## config.mk

```make
export PLATFORM = sky130hd
export DESIGN_NAME = dispatch_top
export DESIGN_NICKNAME = d
export VERILOG_FILES = /design/src/hdl/dispatch_pkg.sv /design/src/hdl/dispatch_top.sv /design/src/hdl/dispatcher.sv /design/src/hdl/map_table.sv /design/src/hdl/register_file.sv /design/src/hdl/reorder_buffer.sv
export SDC_FILE = /design/constraint.sdc
export NUM_CORES = 2
export LEC_CHECK = 0
export BUFFER_PORTS_ARGS = -buffer_cell sky130_fd_sc_hd__buf_2
export CAP_MARGIN = 10
export CORE_MARGIN = 5
export CORE_UTILIZATION = 50
export DETAILED_ROUTE_END_ITERATION = 6
export GPL_TIMING_DRIVEN = 1
export MAX_ROUTING_LAYER = met4
export PLACE_DENSITY_LB_ADDON = 0.2
export RECOVER_POWER = 100
export SYNTH_ARGS = -nofsm -noshare
export SYNTH_HDL_FRONTEND = slang
export SYNTH_SLANG_ARGS = --single-unit
```

## constraint.sdc

```tcl
create_clock -name clk -period 9.9 [get_ports clk]
set_input_delay 1.98 -clock clk [delete_from_list [all_inputs] [get_ports clk]]
set_output_delay 1.98 -clock clk [all_outputs]
set_load 0.02 [all_outputs]
```

## src/hdl/dispatch_pkg.sv

```systemverilog
package dispatch_pkg;

    // datapath width
    localparam int xlen = 32;

    // architectural register file
    localparam int reg_num      = 32;
    localparam int reg_addr_len = 5;

    // number of reservation stations, one per functional unit
    localparam int fu_count = 4;

    // functional unit select
    // the value doubles as the bit index into rs_load and rs_full
    typedef enum logic [1:0] {
        fu_alu  = 2'd0,
        fu_mult = 2'd1,
        fu_btu  = 2'd2,
        fu_lsu  = 2'd3
    } fu_t;

    // dispatcher FSM
    // idle      waiting for req from the decoder
    // issue     instruction latched, waiting for station and ROB space
    // hold_ack  ack high until the decoder drops req
    typedef enum logic [1:0] {
        idle     = 2'd0,
        issue    = 2'd1,
        hold_ack = 2'd2
    } disp_state_t;

endpackage

```

## src/hdl/dispatch_top.sv

```systemverilog
`timescale 1ns/1ps

module dispatch_top #(
    parameter int rob_size    = 8,
    parameter int rob_tag_len = $clog2(rob_size)
) (
    input  logic                                  clk,
    input  logic                                  reset,

    // decoder
    input  logic                                  req,
    input  dispatch_pkg::fu_t                     fu,
    input  logic [dispatch_pkg::reg_addr_len-1:0] dest_reg,
    input  logic [dispatch_pkg::reg_addr_len-1:0] src1_reg,
    input  logic [dispatch_pkg::reg_addr_len-1:0] src2_reg,
    input  logic [dispatch_pkg::xlen-1:0]         imm,
    input  logic                                  imm_valid,
    input  logic [dispatch_pkg::xlen-1:0]         pc,
    input  logic                                  pc_valid,
    output logic                                  ack,

    // reservation stations
    input  logic [dispatch_pkg::fu_count-1:0]     rs_full,
    output logic [dispatch_pkg::fu_count-1:0]     rs_load,
    output dispatch_pkg::fu_t                     rs_fu,
    output logic [rob_tag_len-1:0]                rs_tag_dest,
    output logic                                  rs_ready_src1,
    output logic [rob_tag_len-1:0]                rs_tag_src1,
    output logic [dispatch_pkg::xlen-1:0]         rs_value_src1,
    output logic                                  rs_ready_src2,
    output logic [rob_tag_len-1:0]                rs_tag_src2,
    output logic [dispatch_pkg::xlen-1:0]         rs_value_src2,
    output logic [dispatch_pkg::xlen-1:0]         rs_imm,
    output logic [dispatch_pkg::xlen-1:0]         rs_pc,

    // common data bus
    input  logic                                  cdb_valid,
    input  logic [rob_tag_len-1:0]                cdb_tag,
    input  logic [dispatch_pkg::xlen-1:0]         cdb_value,

    // commit
    output logic                                  commit_valid,
    output logic [dispatch_pkg::reg_addr_len-1:0] commit_reg,
    output logic [dispatch_pkg::xlen-1:0]         commit_value
);
    import dispatch_pkg::*;

    logic [reg_addr_len-1:0]       src1_addr;
    logic [reg_addr_len-1:0]       src2_addr;
    logic                          src1_busy;
    logic [rob_tag_len-1:0]        src1_tag;
    logic                          src2_busy;
    logic [rob_tag_len-1:0]        src2_tag;
    logic [xlen-1:0]               rf_data1;
    logic [xlen-1:0]               rf_data2;
    logic                          rob_full;
    logic [rob_tag_len-1:0]        tail_tag;
    logic [rob_size-1:0]           rob_done;
    logic [rob_size-1:0][xlen-1:0] rob_value;
    logic                          alloc;
    logic [reg_addr_len-1:0]       alloc_reg;
    logic [rob_tag_len-1:0]        commit_tag;

    dispatcher #(
        .rob_size    (rob_size),
        .rob_tag_len (rob_tag_len)
    ) dispatcher_i (.*);

    map_table #(
        .rob_size    (rob_size),
        .rob_tag_len (rob_tag_len)
    ) map_table_i (
        .clk          (clk),
        .reset        (reset),
        .src1_reg     (src1_addr),
        .src2_reg     (src2_addr),
        .src1_busy    (src1_busy),
        .src1_tag     (src1_tag),
        .src2_busy    (src2_busy),
        .src2_tag     (src2_tag),
        .alloc        (alloc),
        .alloc_reg    (alloc_reg),
        .tail_tag     (tail_tag),
        .commit_valid (commit_valid),
        .commit_reg   (commit_reg),
        .commit_tag   (commit_tag)
    );

    reorder_buffer #(
        .rob_size    (rob_size),
        .rob_tag_len (rob_tag_len)
    ) reorder_buffer_i (.*);

    register_file register_file_i (
        .clk          (clk),
        .reset        (reset),
        .src1_reg     (src1_addr),
        .src2_reg     (src2_addr),
        .rf_data1     (rf_data1),
        .rf_data2     (rf_data2),
        .commit_valid (commit_valid),
        .commit_reg   (commit_reg),
        .commit_value (commit_value)
    );

endmodule

```

## src/hdl/dispatcher.sv

```systemverilog
`timescale 1ns/1ps

module dispatcher #(
    parameter int rob_size    = 8,
    parameter int rob_tag_len = 3
) (
    input  logic                                        clk,
    input  logic                                        reset,

    // decoder four-phase req/ack handshake
    input  logic                                        req,
    input  dispatch_pkg::fu_t                           fu,
    input  logic [dispatch_pkg::reg_addr_len-1:0]       dest_reg,
    input  logic [dispatch_pkg::reg_addr_len-1:0]       src1_reg,
    input  logic [dispatch_pkg::reg_addr_len-1:0]       src2_reg,
    input  logic [dispatch_pkg::xlen-1:0]               imm,
    input  logic                                        imm_valid,
    input  logic [dispatch_pkg::xlen-1:0]               pc,
    input  logic                                        pc_valid,
    output logic                                        ack,

    // map table and register file lookups
    output logic [dispatch_pkg::reg_addr_len-1:0]       src1_addr,
    output logic [dispatch_pkg::reg_addr_len-1:0]       src2_addr,
    input  logic                                        src1_busy,
    input  logic [rob_tag_len-1:0]                      src1_tag,
    input  logic                                        src2_busy,
    input  logic [rob_tag_len-1:0]                      src2_tag,
    input  logic [dispatch_pkg::xlen-1:0]               rf_data1,
    input  logic [dispatch_pkg::xlen-1:0]               rf_data2,

    // reorder buffer
    input  logic                                        rob_full,
    input  logic [rob_tag_len-1:0]                      tail_tag,
    input  logic [rob_size-1:0]                         rob_done,
    input  logic [rob_size-1:0][dispatch_pkg::xlen-1:0] rob_value,
    output logic                                        alloc,
    output logic [dispatch_pkg::reg_addr_len-1:0]       alloc_reg,

    // reservation stations
    input  logic [dispatch_pkg::fu_count-1:0]           rs_full,
    output logic [dispatch_pkg::fu_count-1:0]           rs_load,
    output dispatch_pkg::fu_t                           rs_fu,
    output logic [rob_tag_len-1:0]                      rs_tag_dest,
    output logic                                        rs_ready_src1,
    output logic [rob_tag_len-1:0]                      rs_tag_src1,
    output logic [dispatch_pkg::xlen-1:0]               rs_value_src1,
    output logic                                        rs_ready_src2,
    output logic [rob_tag_len-1:0]                      rs_tag_src2,
    output logic [dispatch_pkg::xlen-1:0]               rs_value_src2,
    output logic [dispatch_pkg::xlen-1:0]               rs_imm,
    output logic [dispatch_pkg::xlen-1:0]               rs_pc
);
    import dispatch_pkg::*;

    disp_state_t             state;
    fu_t                     lat_fu;
    logic [reg_addr_len-1:0] lat_dest;
    logic [xlen-1:0]         lat_imm;
    logic                    lat_imm_valid;
    logic [xlen-1:0]         lat_pc;
    logic                    lat_pc_valid;
    logic                    fire;
    logic                    is_btu;
    logic [xlen:0]           src1_op;
    logic [xlen:0]           src2_op;

    // returns {ready, value}
    function automatic logic [xlen:0] pick_operand(
        input logic            use_alt,
        input logic [xlen-1:0] alt,
        input logic            busy,
        input logic [xlen-1:0] rf,
        input logic            done,
        input logic [xlen-1:0] rob_val
    );
        if (use_alt) return {1'b1, alt};
        if (!busy) return {1'b1, rf};
        if (done) return {1'b1, rob_val};
        return '0;
    endfunction

    // station and ROB must both have room
    assign fire = (state == issue) && !rs_full[lat_fu] && !rob_full;

    always_ff @(posedge clk) begin
        if (reset) begin
            state <= idle;
        end else begin
            case (state)
                idle:     if (req) state <= issue;
                issue:    if (fire) state <= hold_ack;
                hold_ack: if (!req) state <= idle;
                default:  state <= idle;
            endcase
        end
    end

    // instruction latch
    always_ff @(posedge clk) begin
        if (state == idle && req) begin
            lat_fu        <= fu;
            lat_dest      <= dest_reg;
            src1_addr     <= src1_reg;
            src2_addr     <= src2_reg;
            lat_imm       <= imm;
            lat_imm_valid <= imm_valid;
            lat_pc        <= pc;
            lat_pc_valid  <= pc_valid;
        end
    end

    assign ack       = (state == hold_ack);
    assign alloc     = fire;
    assign alloc_reg = lat_dest;
    assign is_btu    = (lat_fu == fu_btu);

    always_comb begin
        rs_load         = '0;
        rs_load[lat_fu] = fire;
    end

    // sources read the map before this instruction renames its destination
    assign src1_op = pick_operand(lat_pc_valid && !is_btu, lat_pc, src1_busy, rf_data1,
                                  rob_done[src1_tag], rob_value[src1_tag]);
    assign src2_op = pick_operand(lat_imm_valid && !is_btu, lat_imm, src2_busy, rf_data2,
                                  rob_done[src2_tag], rob_value[src2_tag]);

    assign rs_fu         = lat_fu;
    assign rs_tag_dest   = tail_tag;
    assign rs_ready_src1 = src1_op[xlen];
    assign rs_value_src1 = src1_op[xlen-1:0];
    assign rs_tag_src1   = rs_ready_src1 ? '0 : src1_tag;
    assign rs_ready_src2 = src2_op[xlen];
    assign rs_value_src2 = src2_op[xlen-1:0];
    assign rs_tag_src2   = rs_ready_src2 ? '0 : src2_tag;

    // branch unit needs imm and pc for target calculation
    assign rs_imm = is_btu ? lat_imm : '0;
    assign rs_pc  = is_btu ? lat_pc : '0;

endmodule

```

## src/hdl/map_table.sv

```systemverilog
`timescale 1ns/1ps

module map_table #(
    parameter int rob_size    = 8,
    parameter int rob_tag_len = 3
) (
    input  logic                                  clk,
    input  logic                                  reset,

    // source lookups
    input  logic [dispatch_pkg::reg_addr_len-1:0] src1_reg,
    input  logic [dispatch_pkg::reg_addr_len-1:0] src2_reg,
    output logic                                  src1_busy,
    output logic [rob_tag_len-1:0]                src1_tag,
    output logic                                  src2_busy,
    output logic [rob_tag_len-1:0]                src2_tag,

    // rename on dispatch
    input  logic                                  alloc,
    input  logic [dispatch_pkg::reg_addr_len-1:0] alloc_reg,
    input  logic [rob_tag_len-1:0]                tail_tag,

    // release on commit
    input  logic                                  commit_valid,
    input  logic [dispatch_pkg::reg_addr_len-1:0] commit_reg,
    input  logic [rob_tag_len-1:0]                commit_tag
);
    import dispatch_pkg::*;

    logic [reg_num-1:0]     busy;
    logic [rob_tag_len-1:0] tag [reg_num];
    logic                   commit_hit;

    // a newer writer may have renamed the register since this commit was issued
    assign commit_hit = commit_valid && busy[commit_reg] && (tag[commit_reg] == commit_tag);

    always_ff @(posedge clk) begin
        if (reset) begin
            busy <= '0;
        end else begin
            if (commit_hit) begin
                busy[commit_reg] <= 1'b0;
            end
            // allocation after the clear so it wins on the same register
            if (alloc && alloc_reg != '0) begin
                busy[alloc_reg] <= 1'b1;
            end
        end
    end

    always_ff @(posedge clk) begin
        if (alloc && alloc_reg != '0) begin
            tag[alloc_reg] <= tail_tag;
        end
    end

    assign src1_busy = busy[src1_reg];
    assign src1_tag  = tag[src1_reg];
    assign src2_busy = busy[src2_reg];
    assign src2_tag  = tag[src2_reg];

endmodule

```

## src/hdl/register_file.sv

```systemverilog
`timescale 1ns/1ps

module register_file (
    input  logic                                  clk,
    input  logic                                  reset,

    // read ports
    input  logic [dispatch_pkg::reg_addr_len-1:0] src1_reg,
    input  logic [dispatch_pkg::reg_addr_len-1:0] src2_reg,
    output logic [dispatch_pkg::xlen-1:0]         rf_data1,
    output logic [dispatch_pkg::xlen-1:0]         rf_data2,

    // commit write port
    input  logic                                  commit_valid,
    input  logic [dispatch_pkg::reg_addr_len-1:0] commit_reg,
    input  logic [dispatch_pkg::xlen-1:0]         commit_value
);
    import dispatch_pkg::*;

    logic [xlen-1:0] regs [reg_num];

    always_ff @(posedge clk) begin
        if (reset) begin
            for (int i = 0; i < reg_num; i++) begin
                regs[i] <= '0;
            end
        end else if (commit_valid && commit_reg != '0) begin
            regs[commit_reg] <= commit_value;
        end
    end

    // x0 is hardwired
    assign rf_data1 = (src1_reg == '0) ? '0 : regs[src1_reg];
    assign rf_data2 = (src2_reg == '0) ? '0 : regs[src2_reg];

endmodule

```

## src/hdl/reorder_buffer.sv

```systemverilog
`timescale 1ns/1ps

module reorder_buffer #(
    parameter int rob_size    = 8,
    parameter int rob_tag_len = 3
) (
    input  logic                                        clk,
    input  logic                                        reset,

    // allocation from the dispatcher
    input  logic                                        alloc,
    input  logic [dispatch_pkg::reg_addr_len-1:0]       alloc_reg,
    output logic [rob_tag_len-1:0]                      tail_tag,
    output logic                                        rob_full,

    // completed results for operand forwarding
    output logic [rob_size-1:0]                         rob_done,
    output logic [rob_size-1:0][dispatch_pkg::xlen-1:0] rob_value,

    // common data bus
    input  logic                                        cdb_valid,
    input  logic [rob_tag_len-1:0]                      cdb_tag,
    input  logic [dispatch_pkg::xlen-1:0]               cdb_value,

    // in-order commit
    output logic                                        commit_valid,
    output logic [dispatch_pkg::reg_addr_len-1:0]       commit_reg,
    output logic [rob_tag_len-1:0]                      commit_tag,
    output logic [dispatch_pkg::xlen-1:0]               commit_value
);
    import dispatch_pkg::*;

    logic [rob_tag_len-1:0]  head;
    logic [rob_tag_len-1:0]  tail;
    logic [rob_tag_len:0]    count;
    logic [reg_addr_len-1:0] entry_reg [rob_size];
    logic                    retire;

    function automatic logic [rob_tag_len-1:0] bump(input logic [rob_tag_len-1:0] ptr);
        return (ptr == rob_tag_len'(rob_size - 1)) ? '0 : ptr + 1'b1;
    endfunction

    assign tail_tag = tail;
    assign rob_full = (count == (rob_tag_len + 1)'(rob_size));
    assign retire   = (count != '0) && rob_done[head];

    always_ff @(posedge clk) begin
        if (reset) begin
            head         <= '0;
            tail         <= '0;
            count        <= '0;
            rob_done     <= '0;
            commit_valid <= 1'b0;
        end else begin
            commit_valid <= retire;
            // done is cleared on allocation, not on retire, so the value
            // stays readable during the commit cycle
            if (alloc) begin
                rob_done[tail] <= 1'b0;
                tail           <= bump(tail);
            end
            if (cdb_valid) begin
                rob_done[cdb_tag] <= 1'b1;
            end
            if (retire) begin
                head <= bump(head);
            end
            if (alloc && !retire) begin
                count <= count + 1'b1;
            end else if (!alloc && retire) begin
                count <= count - 1'b1;
            end
        end
    end

    always_ff @(posedge clk) begin
        if (alloc) begin
            entry_reg[tail] <= alloc_reg;
        end
        if (cdb_valid) begin
            rob_value[cdb_tag] <= cdb_value;
        end
        if (retire) begin
            commit_reg   <= entry_reg[head];
            commit_tag   <= head;
            commit_value <= rob_value[head];
        end
    end

endmodule

```

==> results.ini <==
[sta]
worst-slew-pin-transition_ns = 4.54
layout_setup_ws_ns = 0.973
hold_violations = 0
fmax_mhz = 112
finalMaxSlewViolations = 3014
period_needed_ns = 8.93
hold-worst-slack_ns = 0.482
fin_tns_setup_ns = 0
clock-skew-final_ns = 0.0259
setup_viol = 0
period_share_pct = 90.2
max_slew_margin_pct = -203
rsz0062_at_grt = false

[die]
fp.dieW_um = 419
coreArea_um2 = 167000
die_area_um2 = 176000
num_rows = 150
die_h_um = 419
io_pins = 310
initial_core_util_pct = 50.2

[synth]
yosys.area.top_type = edfxtp_1
synthArstFlopShare_pct = 0
synth.avg_cell_area_um2 = 16.2
synth_seq_cells = 1602
synth_common_cells = edfxtp_1 (1,539), and2_1 (1,061), mux4_2 (803), mux2i_1 (397), clkbuf_1 (387)
synth_top_area_share_pct = 55.2
synth_edf_count = 1539
yosysUniqueCellTypes = 63
synth_most_common_cell = edfxtp_1
postSynthCellCount = 5174
syn-cell-area_um2 = 83700
ys.flop_type = edfxtp_1
synthTopCellsByArea = edfxtp_1 (55%), mux4_2 (22%), and2_1 (7.9%)
yosysSeqAreaShare_pct = 56.7
yosys_warnings = 0

[place]
dp_slack_ns = 3.00
place.gp.congestion = 0.891
dpl.cell_count = 7382
dpl.hpwl_um = 166000
port_buffers = 309
dpl_cell_area_um2 = 87800

[worst_setup_path]
arrival_ns = 9.28
critPathKind = primary input to flip-flop
cp-startpoint = reset
ff2ff_path_depth = 6
r2r_start = reorder_buffer_i.commit_reg[1]
endpoint_kind = flip-flop
start_kind = primary input
required_ns = 10.25
cp-endpoint = register_file_i.regs[9][15]
r2r_end = register_file_i.regs[7][9]
rrSetupSlack_ns = 1.18
critPathMaxFanout = 55

[power_and_ir_drop]
finalPower_mw = 17.9
p_int_mw = 12.9
powerDensity_nw_per_um2 = 193
ir_worst_vdd_uv = 209
p_clk_share_pct = 35.8
switching_share_pct = 28.1
switching_power_mw = 5.05
combPwrFrac_pct = 19.8
seqPwrFrac_pct = 44.3
leakagePower_nw = 31.7

[clock_tree]
cts_hold_buf = 0
cts_setup_buffers = 0
ctsResizeCount = 0
cts_buffers = 171
root_buffer = clkbuf_16
clockBufferDepth = 3
clock_latency_ns = 0.81
htreeDepth = 4
cts_tree = done
clkTransAtPathRegs_ns = 0.06
cts.sinks = 1602

[route]
drtIter0Drc = 8389
via_per_inst = 6.81
routedWlPerCell_um = 36.5
vias = 52500
drt-total-wl_um = 282000
drc = 9
final_antenna_net_count = 0
first_pass_iters = 7

[cells_and_area]
fillers = 13000
top_regs = register_file_i.regs (1024), reorder_buffer_i.rob_value (256), map_table_i.tag (96)
regMostFlops = register_file_i.regs
utilization_pct = 55.5
largest_reg_flops = 1024
finalNetCount = 5485
area_growth_pct = 10.7
final_area_um2 = 92700
instances_no_fill = 7709
drive_above_1_share_pct = 25.2

[grt]
first_global_vias = 52000
grt-ovfl-total = 0
grt_start_max_net_pins = 136
antenna_found_initial = 31
grt_usage_pct = 32.7
grt_pass1_wl_um = 392000

[outcome]
status = finished, violations left
violations = design-rule violations, max-capacitance violations, max-slew violations

[run]
cap_viol_max_count = 104

[worst_hold_path]
holdCritStartpoint = map_table_i.busy[0]
hold_path_class = flip-flop to flip-flop

-- critical path, cell delays in order --
cell and delay (ns):
clkbuf_1 1.06, nand2b_1 0.60, nor2_1 0.18, nand2_1 0.53
nor2_4 0.25, clkbuf_1 1.32, or2_0 1.48, clkbuf_1 1.75
-- worst min-delay path by stage --
stage / endpoint / cells past startpoint
3_5_place_dp: map_table_i.busy[0] / 2
2_1_floorplan: reorder_buffer_i.commit_tag[0] / 0
3_3_place_gp: map_table_i.busy[0] / 2
4_1_cts: map_table_i.busy[0] / 2
6_report: map_table_i.busy[0] / 2
5_1_grt: map_table_i.busy[0] / 2
-- cell type report --
cell class	instances	area (um^2)	area share, %
antenna	14	35.0	0.0378
clock buffer	216	4630	4.99
clock inverter	97	903	0.975
inverter	16	65.1	0.0702
multi-input combinational	3096	34600	37.3
sequential	1602	47500	51.3
tap	2204	2760	2.98
timing repair buffer	464	2220	2.40
-- routing by layer --
metal | share of wire, % | up-vias | track usage, %
met5 | 0 | - | -
met4 | 5.4 | 0 | 13.7
met3 | 12 | 670 | 6.40
met2 | 46 | 3814 | 49.2
met1 | 37 | 27200 | 44.2
li1 | - | 20800 | -
-- placed cells by master (no fill, tap or decap), types with 16 or more instances in the layout --
cell and count:
edfxtp_1 1539, mux4_2 803, and2_0 540, and2_1 519
mux2i_1 397, clkbuf_1 287, clkbuf_16 178, nor2_1 167
buf_2 153, mux2_1 78, nand2_1 63, a22oi_1 61
dfxtp_1 51, a21oi_1 49, buf_4 48, o221ai_1 40
mux2_2 38, clkinv_2 35, conb_1 35, clkinv_1 34
a211oi_1 33, o31ai_1 32, nor2_4 27, or2_0 25
o221ai_2 24, nor3_1 17, bufinv_16 16
-- cells by family after synthesis --
family | after synthesis | synth area share (%)
other | 1 | 0.00448
XOR/XNOR | 6 | 0.0628
AND/OR/NAND/NOR | 1456 | 10.1
multiplexers | 1318 | 28.0
buffers and inverters | 510 | 2.40
flip-flops | 1602 | 56.7
adder cells (fa/ha/maj) | 8 | 0.129
AO/OA/AOI/OAI | 273 | 2.61
-- power by group through the flow --
| stage | registers (mW) | logic [mW] | clock network, mW |
|---|---|---|---|
| finish | 7.95 | 3.56 | 6.43 |
| global placement | 8.05 | 3.53 | 0 |
| CTS | 7.93 | 3.55 | 6.48 |
| detailed placement | 8.07 | 3.54 | 0 |
| floorplan | 7.92 | 2.42 | 0 |
| global route | 7.97 | 3.67 | 6.77 |
Note: power is estimated with default switching activity, not from simulation.
